==> config.mk <==
export PLATFORM = sky130hd
export DESIGN_NAME = solarLcd
export DESIGN_NICKNAME = d
export VERILOG_FILES = /design/src/lcdPkg.sv /design/src/bcdConverter.sv /design/src/lcdSequencer.sv /design/src/modeDecoder.sv /design/src/screenComposer.sv /design/src/solarLcd.sv /design/src/valueScaler.sv
export SDC_FILE = /design/constraint.sdc
export NUM_CORES = 2
export LEC_CHECK = 0
export ABC_CLOCK_PERIOD_IN_PS = 15100
export BUFFER_PORTS_ARGS = -buffer_cell sky130_fd_sc_hd__clkbuf_2
export CORE_MARGIN = 5
export CORE_UTILIZATION = 47
export CTS_BUF_LIST = sky130_fd_sc_hd__clkbuf_8
export DETAILED_ROUTE_END_ITERATION = 8
export GPL_TIMING_DRIVEN = 0
export SLEW_MARGIN = 40
export SYNTH_ARGS = -nofsm -noshare
export SYNTH_HDL_FRONTEND = slang
export SYNTH_SLANG_ARGS = --single-unit
==> constraint.sdc <==
create_clock -name CLK -period 15.1 [get_ports CLK]
set_input_delay 0.755 -clock CLK [delete_from_list [all_inputs] [get_ports CLK]]
set_output_delay 0.755 -clock CLK [all_outputs]
set_load 0.005 [all_outputs]
==> src/lcdPkg.sv <==
/* Widths, payload types, grouped structs and display mode enum,
   plus scaling constants and HD44780 command and character codes */
package lcdPkg;

   // --------------------
   // Widths and scalar types
   localparam int ADC_WIDTH   = 12;
   localparam int PULSE_WIDTH = 32;

   typedef logic [ADC_WIDTH-1:0]   adcSample_t;
   typedef logic [PULSE_WIDTH-1:0] pulseWidth_t;   // Servo high time in us
   typedef logic [8:0]             centiVolt_t;    // 0 to 330
   typedef logic [7:0]             angleDeg_t;     // 0 to 180
   typedef logic [7:0]             lcdChar_t;

   // --------------------
   // Grouped signals
   typedef struct packed {
      pulseWidth_t horiz;
      pulseWidth_t vert;
   } servoPair_t;

   typedef struct packed {
      logic horizSweep;
      logic vertSweep;
      logic manualCal;
   } sweepFlags_t;

   typedef enum logic [1:0] {
      modeManual,
      modeCalib,
      modeAngle
   } dispMode_t;

   // ASCII digits with leading zeros kept
   typedef struct packed {
      lcdChar_t hundreds;
      lcdChar_t tens;
      lcdChar_t ones;
   } digits3_t;

   typedef struct packed {
      dispMode_t mode;
      digits3_t  maxVolt;
      digits3_t  nowVolt;
      digits3_t  maxH;
      digits3_t  maxV;
      digits3_t  nowH;
      digits3_t  nowV;
   } scaledValues_t;

   typedef struct packed {
      logic     rs;     // 0 command, 1 character
      logic     en;
      lcdChar_t data;
   } lcdBus_t;

   // --------------------
   // Scaling constants
   localparam int VOLT_FULL_SCALE  = 330;    // Centivolts at ADC_MAX
   localparam int ADC_MAX          = 4095;
   localparam int ANGLE_RANGE      = 180;
   localparam int PULSE_FULL_SCALE = 2500;   // High time for ANGLE_RANGE

   // --------------------
   // Panel codes
   localparam lcdChar_t CMD_FUNCTION_SET = 8'h38;   // 8-bit bus, 2 lines
   localparam lcdChar_t CMD_DISPLAY_ON   = 8'h0C;   // No cursor, no blink
   localparam lcdChar_t CMD_ENTRY_MODE   = 8'h06;   // Auto increment
   localparam lcdChar_t CMD_CLEAR        = 8'h01;
   localparam lcdChar_t CMD_ROW1         = 8'h80;
   localparam lcdChar_t CMD_ROW2         = 8'hC0;
   localparam lcdChar_t CHAR_ZERO        = 8'h30;
   localparam lcdChar_t CHAR_SPACE       = 8'h20;

endpackage

==> src/bcdConverter.sv <==
/* Registered binary to three ASCII decimal digits */
`timescale 1ns/100ps

module bcdConverter import lcdPkg::*; #(
   parameter type valueT = centiVolt_t
) (
   input  logic     CLK,
   input  valueT    value,
   output digits3_t digits
);

   logic [9:0] bin;    // Widened copy holding up to 999
   logic [3:0] hund;
   logic [3:0] tens;
   logic [3:0] ones;

   // --------------------
   // Digit split
   always_comb begin
      bin  = 10'(value);
      hund = 4'(bin / 10'd100);
      tens = 4'((bin / 10'd10) % 10'd10);
      ones = 4'(bin % 10'd10);
   end

   // --------------------
   // ASCII offset and output register
   always_ff @(posedge CLK) begin
      digits.hundreds <= CHAR_ZERO + lcdChar_t'(hund);
      digits.tens     <= CHAR_ZERO + lcdChar_t'(tens);
      digits.ones     <= CHAR_ZERO + lcdChar_t'(ones);
   end

endmodule

==> src/lcdSequencer.sv <==
/* Panel init and refresh loop with timed enable pulses on the 8-bit bus */
`timescale 1ns/100ps

module lcdSequencer import lcdPkg::*; #(
   parameter int ENABLE_HIGH_CYCLES = 101,
   parameter int ENABLE_LOW_CYCLES  = 99
) (
   input  logic     CLK,
   input  logic     rst,
   input  lcdChar_t screenBuf [32],
   output lcdBus_t  lcd
);

   localparam int BYTE_CYCLES = ENABLE_HIGH_CYCLES + ENABLE_LOW_CYCLES;
   localparam int PHASE_W     = $clog2(BYTE_CYCLES);
   localparam int ROW1_SLOT   = 4;    // Loop restarts here after init
   localparam int ROW2_SLOT   = 21;
   localparam int LAST_SLOT   = 37;

   logic [PHASE_W-1:0] phase;
   logic [5:0]         byteIdx;   // 0..3 init, 4..37 refresh
   lcdChar_t           nextData;
   logic               nextRs;

   // --------------------
   // Byte select
   always_comb begin
      nextRs   = 1'b0;
      nextData = CMD_CLEAR;
      case (byteIdx)
         6'd0:      nextData = CMD_FUNCTION_SET;
         6'd1:      nextData = CMD_DISPLAY_ON;
         6'd2:      nextData = CMD_ENTRY_MODE;
         6'd3:      nextData = CMD_CLEAR;
         ROW1_SLOT: nextData = CMD_ROW1;
         ROW2_SLOT: nextData = CMD_ROW2;
         default: begin
            nextRs = 1'b1;
            // Row 1 chars sit after ROW1_SLOT, row 2 chars after ROW2_SLOT
            if (byteIdx < ROW2_SLOT) nextData = screenBuf[5'(byteIdx - 6'd5)];
            else nextData = screenBuf[5'(byteIdx - 6'd6)];
         end
      endcase
   end

   // --------------------
   // Enable timing
   always_ff @(posedge CLK) begin
      if (rst) begin
         phase   <= '0;
         byteIdx <= '0;
         lcd     <= '0;
      end else begin
         if (phase == '0) begin
            lcd.rs   <= nextRs;   // Held for the whole byte
            lcd.data <= nextData;
            lcd.en   <= 1'b1;
         end else if (phase == PHASE_W'(ENABLE_HIGH_CYCLES)) begin
            lcd.en <= 1'b0;
         end

         if (phase == PHASE_W'(BYTE_CYCLES - 1)) begin
            phase   <= '0;
            byteIdx <= (byteIdx == 6'(LAST_SLOT)) ? 6'(ROW1_SLOT) : byteIdx + 6'd1;
         end else begin
            phase <= phase + 1'b1;
         end
      end
   end

endmodule

==> src/modeDecoder.sv <==
/* Decode stage with input registers and display mode priority */
`timescale 1ns/100ps

module modeDecoder import lcdPkg::*; (
   input  logic        CLK,
   input  logic        rst,
   input  logic        angleMode,
   input  sweepFlags_t sweep,
   input  adcSample_t  adcNow,
   input  adcSample_t  adcMax,
   input  servoPair_t  pulseNow,
   input  servoPair_t  pulseMax,
   output dispMode_t   mode,
   output adcSample_t  adcNowQ,
   output adcSample_t  adcMaxQ,
   output servoPair_t  pulseNowQ,
   output servoPair_t  pulseMaxQ
);

   // Angle view beats calibration and any sweep flag means calibration
   always_ff @(posedge CLK) begin
      if (rst) begin
         mode <= modeManual;
      end else if (angleMode) begin
         mode <= modeAngle;
      end else if (sweep.horizSweep || sweep.vertSweep || sweep.manualCal) begin
         mode <= modeCalib;
      end else begin
         mode <= modeManual;
      end
   end

   always_ff @(posedge CLK) begin
      adcNowQ   <= adcNow;
      adcMaxQ   <= adcMax;
      pulseNowQ <= pulseNow;
      pulseMaxQ <= pulseMax;
   end

endmodule

==> src/screenComposer.sv <==
/* Result stage filling the 2x16 screen buffer from labels and digit fields */
`timescale 1ns/100ps

module screenComposer import lcdPkg::*; (
   input  logic          CLK,
   input  logic          rst,
   input  scaledValues_t scaled,
   output lcdChar_t      screenBuf [32]
);

   typedef lcdChar_t [0:15] rowText_t;   // Index 0 is the leftmost column

   // --------------------
   // Row templates
   localparam rowText_t CALIB_TEXT  = "CALIBRATING     ";
   localparam rowText_t MANUAL_TEXT = "MANUAL CTRL     ";
   localparam rowText_t VOLT_TEXT   = "M: 0.00 V: 0.00 ";   // Digits patched in
   localparam rowText_t ANGLE_TEXT  = "H: 000D V: 000D ";

   rowText_t row1;
   rowText_t row2;

   // Voltages as d.dd with the period between hundreds and tens
   function automatic rowText_t fillVolt(digits3_t maxVal, digits3_t nowVal);
      rowText_t row;
      row     = VOLT_TEXT;
      row[3]  = maxVal.hundreds;
      row[5]  = maxVal.tens;
      row[6]  = maxVal.ones;
      row[11] = nowVal.hundreds;
      row[13] = nowVal.tens;
      row[14] = nowVal.ones;
      return row;
   endfunction

   function automatic rowText_t fillAngle(digits3_t hVal, digits3_t vVal);
      rowText_t row;
      row     = ANGLE_TEXT;
      row[3]  = hVal.hundreds;
      row[4]  = hVal.tens;
      row[5]  = hVal.ones;
      row[11] = vVal.hundreds;
      row[12] = vVal.tens;
      row[13] = vVal.ones;
      return row;
   endfunction

   // --------------------
   // Row selection per mode
   always_comb begin
      case (scaled.mode)
         modeAngle: begin
            row1 = fillAngle(scaled.maxH, scaled.maxV);   // Best irradiance
            row2 = fillAngle(scaled.nowH, scaled.nowV);
         end
         modeCalib: begin
            row1 = CALIB_TEXT;
            row2 = fillVolt(scaled.maxVolt, scaled.nowVolt);
         end
         default: begin
            row1 = MANUAL_TEXT;
            row2 = fillVolt(scaled.maxVolt, scaled.nowVolt);
         end
      endcase
   end

   always_ff @(posedge CLK) begin
      if (rst) begin
         for (int i = 0; i < 32; i++) begin
            screenBuf[i] <= CHAR_SPACE;
         end
      end else begin
         for (int i = 0; i < 16; i++) begin
            screenBuf[i]      <= row1[i];
            screenBuf[i + 16] <= row2[i];
         end
      end
   end

endmodule

==> src/solarLcd.sv <==
/* Top level of the tracker status LCD driver */
`timescale 1ns/100ps

module solarLcd import lcdPkg::*; #(
   parameter int ENABLE_HIGH_CYCLES = 101,
   parameter int ENABLE_LOW_CYCLES  = 99
) (
   input  logic        CLK,
   input  logic        rst,
   input  logic        angleMode,
   input  sweepFlags_t sweep,
   input  adcSample_t  adcNow,
   input  adcSample_t  adcMax,
   input  servoPair_t  pulseNow,
   input  servoPair_t  pulseMax,
   output lcdBus_t     lcd
);

   dispMode_t     mode;
   adcSample_t    adcNowQ;
   adcSample_t    adcMaxQ;
   servoPair_t    pulseNowQ;
   servoPair_t    pulseMaxQ;
   scaledValues_t scaled;
   lcdChar_t      screenBuf [32];

   // --------------------
   // Three-stage pipeline into the panel driver
   modeDecoder modeDecoder_i (
      .CLK(CLK), .rst(rst), .angleMode(angleMode), .sweep(sweep),
      .adcNow(adcNow), .adcMax(adcMax), .pulseNow(pulseNow), .pulseMax(pulseMax),
      .mode(mode), .adcNowQ(adcNowQ), .adcMaxQ(adcMaxQ),
      .pulseNowQ(pulseNowQ), .pulseMaxQ(pulseMaxQ)
   );

   valueScaler valueScaler_i (
      .CLK(CLK), .rst(rst), .mode(mode),
      .adcNow(adcNowQ), .adcMax(adcMaxQ), .pulseNow(pulseNowQ), .pulseMax(pulseMaxQ),
      .scaled(scaled)
   );

   screenComposer screenComposer_i (
      .CLK(CLK), .rst(rst), .scaled(scaled), .screenBuf(screenBuf)
   );

   lcdSequencer #(
      .ENABLE_HIGH_CYCLES(ENABLE_HIGH_CYCLES),
      .ENABLE_LOW_CYCLES (ENABLE_LOW_CYCLES)
   ) lcdSequencer_i (
      .CLK(CLK), .rst(rst), .screenBuf(screenBuf), .lcd(lcd)
   );

endmodule

==> src/valueScaler.sv <==
/* Execute stage with voltage and angle scaling feeding six digit converters */
`timescale 1ns/100ps

module valueScaler import lcdPkg::*; (
   input  logic          CLK,
   input  logic          rst,
   input  dispMode_t     mode,
   input  adcSample_t    adcNow,
   input  adcSample_t    adcMax,
   input  servoPair_t    pulseNow,
   input  servoPair_t    pulseMax,
   output scaledValues_t scaled
);

   dispMode_t  modeQ;   // Lines up with the converter registers
   centiVolt_t maxCv;
   centiVolt_t nowCv;
   angleDeg_t  maxHDeg;
   angleDeg_t  maxVDeg;
   angleDeg_t  nowHDeg;
   angleDeg_t  nowVDeg;
   digits3_t   maxVoltDig;
   digits3_t   nowVoltDig;
   digits3_t   maxHDig;
   digits3_t   maxVDig;
   digits3_t   nowHDig;
   digits3_t   nowVDig;

   // code * 330 / 4095
   function automatic centiVolt_t toCentiVolt(adcSample_t code);
      logic [20:0] prod;
      prod = 21'(code) * 21'(VOLT_FULL_SCALE);
      return centiVolt_t'(prod / 21'(ADC_MAX));
   endfunction

   // width * 180 / 2500 saturating at 180 from full scale up
   function automatic angleDeg_t toAngle(pulseWidth_t width);
      logic [19:0] prod;
      if (width >= PULSE_FULL_SCALE) return angleDeg_t'(ANGLE_RANGE);
      prod = 20'(width) * 20'(ANGLE_RANGE);
      return angleDeg_t'(prod / 20'(PULSE_FULL_SCALE));
   endfunction

   always_comb begin
      maxCv   = toCentiVolt(adcMax);
      nowCv   = toCentiVolt(adcNow);
      maxHDeg = toAngle(pulseMax.horiz);
      maxVDeg = toAngle(pulseMax.vert);
      nowHDeg = toAngle(pulseNow.horiz);
      nowVDeg = toAngle(pulseNow.vert);
   end

   // --------------------
   // Digit converters
   bcdConverter #(.valueT(centiVolt_t)) maxVolt_i (.CLK(CLK), .value(maxCv), .digits(maxVoltDig));
   bcdConverter #(.valueT(centiVolt_t)) nowVolt_i (.CLK(CLK), .value(nowCv), .digits(nowVoltDig));
   bcdConverter #(.valueT(angleDeg_t)) maxH_i (.CLK(CLK), .value(maxHDeg), .digits(maxHDig));
   bcdConverter #(.valueT(angleDeg_t)) maxV_i (.CLK(CLK), .value(maxVDeg), .digits(maxVDig));
   bcdConverter #(.valueT(angleDeg_t)) nowH_i (.CLK(CLK), .value(nowHDeg), .digits(nowHDig));
   bcdConverter #(.valueT(angleDeg_t)) nowV_i (.CLK(CLK), .value(nowVDeg), .digits(nowVDig));

   always_ff @(posedge CLK) begin
      if (rst) modeQ <= modeManual;
      else modeQ <= mode;
   end

   always_comb begin
      scaled.mode    = modeQ;
      scaled.maxVolt = maxVoltDig;
      scaled.nowVolt = nowVoltDig;
      scaled.maxH    = maxHDig;
      scaled.maxV    = maxVDig;
      scaled.nowH    = nowHDig;
      scaled.nowV    = nowVDig;
   end

endmodule
==> impl_results.md <==
* Wire per inst at 17.99 µm
* Max stage delay on crit path at ~600 ps
* Via-per-instance ratio at 6.230
* Worst slew pin tran at 874.5 ps
* ANT nets after route at 0
* Worst path arrival time at between 15000 and 20000 ps
* CTS Buf Count at 56
* Fin nets at slightly below 7000
* CTS tree: yes
* Vias at about 47000
* Commonest cells after routing, fill and taps aside: nor2_1, nand2_1, inv_1
* DRC at 0
* Final min period at between 10000 and 15000 ps
* Drt first pass iters at 8
* Sequential area share after synthesis at 0.1337
* Post-synth EDFFs at 0
* Worst-path clk slew at 60 ps
* Yosys cell types at roughly 180
* Layout cells sized above 1 at 0.1440
* R2R setup slack at between 600 and 700 ps
* Core Footprint at about 0.097 mm²
* Pin count of the biggest net entering global routing at 19
* Max-cap viol count at 0
* Area of the die at around 0.10 mm²
* Buffers on Ports at between 150 and 200
* Crit-path most repeated cell: ha_1
* # H-tree levels at 2
* Min-delay src: pulseMax[58]
* CP Capture Type: flip-flop
* Vias in the first global route at 43900
* Critical Path Fanout Max at 10
* Hold Path Sink: modeDecoder_i.pulseMaxQ[58]
* Slew Viols, Final at 0
* Synth Instances at between 5000 and 6000
* GRT overflow at 0
* Post-placement setup slack at -542.5 ps
* Mapped Area at 0.04595 mm²
* Layout-stage area growth over the synthesis result at 10.22%
* Final period util at 0.9561
* DP Wirelength at roughly 110000 µm
* Critical Path RT at roughly 16000 ps
* Status: finished clean
* GPL Wtd Cong at about 0.96
* Initial antenna violation count at 1
* #FFs+latches synth at roughly 310
* YS warnings at 0
* Final worst slack at 662.5 ps
* Initial core utilization at 0.4745
* CP Launch Point: modeDecoder_i.pulseNowQ[32]
* WS Path Type: flip-flop to flip-flop
* Post-Syn Nets at ~6600
* R2r startpoint: modeDecoder_i.pulseNowQ[32]
* Max Freq at ~70 MHz
* First DRT Iteration DRCs at ~3600
* Fraction of registers with async set/reset at 0
* Fill count at between 9000 and 10000
* Total GRT Usage at 0.2497
* Final Hold Viols at 0
* DIE WIDTH at 322.7 µm
* Most common cell after layout, fill and taps aside: nor2_1
* Worst skew pair latency at 790 ps
* CTS Buffer Depth at 3
* TritonCTS sink count at approximately 310
* RR Endpoint: valueScaler_i.nowH_i.digits[11]
* Worst Setup Start Kind: flip-flop
* Global-route wire length before repair at 223500 µm
* Die Span Y at approximately 320 µm
* Slew margin rel. at 0.4170
* Critical-path top delay cell: nor2_1
* Final clock skew at about 50 ps
* Io pins at between 150 and 200
* WHS Path Cells at 1
* Syn Area/Cell at between 7 and 8 µm²
* Num rows at about 110
* Top_reg_cell synth: dfxtp_1
* Total wire length at 136300 µm
* Root Driver: clkbuf_8
* Hold crit path type: input pin to flip-flop
* Reg2reg path depth at between 50 and 60
* Setup violators final at 0
critical path: cells and delay by family (launching register included):
kind                       cells  cell delay [ps]
AOI/OAI and AO/OA             23             5950
xor gates and xnor gates       3              610
adders and majority gates      6             2000
buffers and inverters          9             1300
DFF                            1              530
muxes                          2              400
and+or+nand+nor               12             3560
metal layers:
metal | global-route usage | wire [µm]
met5 | 0.003175 | 0
met4 | 0.06166 | 2807
met3 | 0.02836 | 7277
met2 | 0.4131 | 62150
met1 | 0.3492 | 64030
stage by stage:
step,utilization,cells,TNS (ps),hold WS (ps),cell area [µm²]
2_1_floorplan,-,5992,0,403.0,45950
3_3_place_gp,0.4996,7435,-3116,411.4,48390
3_5_place_dp,0.5006,7437,-2252,413.0,48480
4_1_cts,0.5147,7543,0,2.366,49850
5_1_grt,0.5230,7576,-48.32,26.36,50650
6_report,0.5230,7576,0,85.28,50650
repair_timing:
action	4_1_cts	5_1_grt
resized for setup	7	111
buffers inserted	3	29
hold buffers	1	0
cloned	0	0
endpoints found under the setup margin	9	32
pin swaps	1	17
hold endpoints to repair	1	0
cells in the mapped netlist (all sizes together), types with 37 or more instances:
cell | count | area, µm²
nor2 | 518 | 1994
nand2 | 477 | 1810
inv | 412 | 1546
o21ai | 382 | 2002
a21oi | 369 | 1922
ha | 317 | 3966
dfxtp | 307 | 6146
nor3 | 225 | 1189
xnor2 | 189 | 1700
nand3 | 181 | 920.9
clkbuf | 134 | 628.1
a211oi | 129 | 1119
fa | 128 | 2562
a31oi | 117 | 793.3
o211ai | 111 | 895.9
mux2i | 107 | 1095
and2 | 102 | 648.1
nor4 | 100 | 690.7
buf | 86 | 524.3
a21o | 82 | 639.4
and3 | 79 | 505.5
or2 | 78 | 488.0
xor2 | 74 | 663.1
or3 | 67 | 425.4
o21a | 65 | 506.7
nand4 | 61 | 387.9
a211o | 56 | 506.7
o31ai | 53 | 440.4
a311oi | 52 | 528.0
mux2 | 49 | 563.0
o22ai | 47 | 300.3
nand2b | 45 | 284.0
a221oi | 42 | 441.7
a21boi | 39 | 296.5
nor2b | 39 | 244.0
a2111oi | 37 | 455.4
cell families (layout without fill, tap and decap cells):
kind of cell | after synthesis | count (layout) | share of synthesized area
and+or+nand+nor | 2111 | 2111 | 0.2362
xor gates and xnor gates | 270 | 270 | 0.05486
muxes | 164 | 164 | 0.04000
other | 0 | 2 | 0
AOI/OAI and AO/OA | 2036 | 2036 | 0.3301
DFF | 307 | 307 | 0.1337
buffers and inverters | 648 | 954 | 0.06053
adders and majority gates | 456 | 456 | 0.1445
sequential cells by signal (all words and copies together) (netlist names):
signal and count:
modeDecoder_i.adcMaxQ 12, lcdSequencer_i.phase 8, valueScaler_i.maxVolt_i.digits 11, valueScaler_i.maxV_i.digits 10, valueScaler_i.nowV_i.digits 10, valueScaler_i.nowH_i.digits 10
lcdSequencer_i.byteIdx 6, screenComposer_i.screenBuf 65, valueScaler_i.nowVolt_i.digits 11, lcdSequencer_i.lcd 10, valueScaler_i.maxH_i.digits 10, modeDecoder_i.pulseNowQ 64
valueScaler_i.modeQ 2, modeDecoder_i.pulseMaxQ 64, modeDecoder_i.mode 2, modeDecoder_i.adcNowQ 12
layout make-up:
class	instances	area (µm²)	share of cell area
tap	1276	1597	0.03152
clock buffer	71	977.2	0.01929
clock inverter	31	317.8	0.006275
buffer	223	1196	0.02362
multi-input combinational	5037	37700	0.7444
sequential	307	6150	0.1214
timing repair buffer	204	1106	0.02184
antenna	2	5.005	0.00009881
inverter	425	1595	0.03150
worst max-delay path by stage:
stage | slack [ps] | cells after the start | endpoint
after floorplan | 2150 | 51 | valueScaler_i.nowVolt_i.digits[10]
after global placement | -660 | 52 | valueScaler_i.nowVolt_i.digits[9]
after detailed placement | -540 | 53 | valueScaler_i.nowVolt_i.digits[11]
after CTS | 10 | 52 | valueScaler_i.nowVolt_i.digits[10]
after global routing | -50 | 54 | valueScaler_i.nowH_i.digits[11]
final | 660 | 55 | valueScaler_i.nowH_i.digits[11]
Power is left out: the tool's default activity adds up to more than one toggle a clock period on the data nets, which glitch-free logic cannot reach.
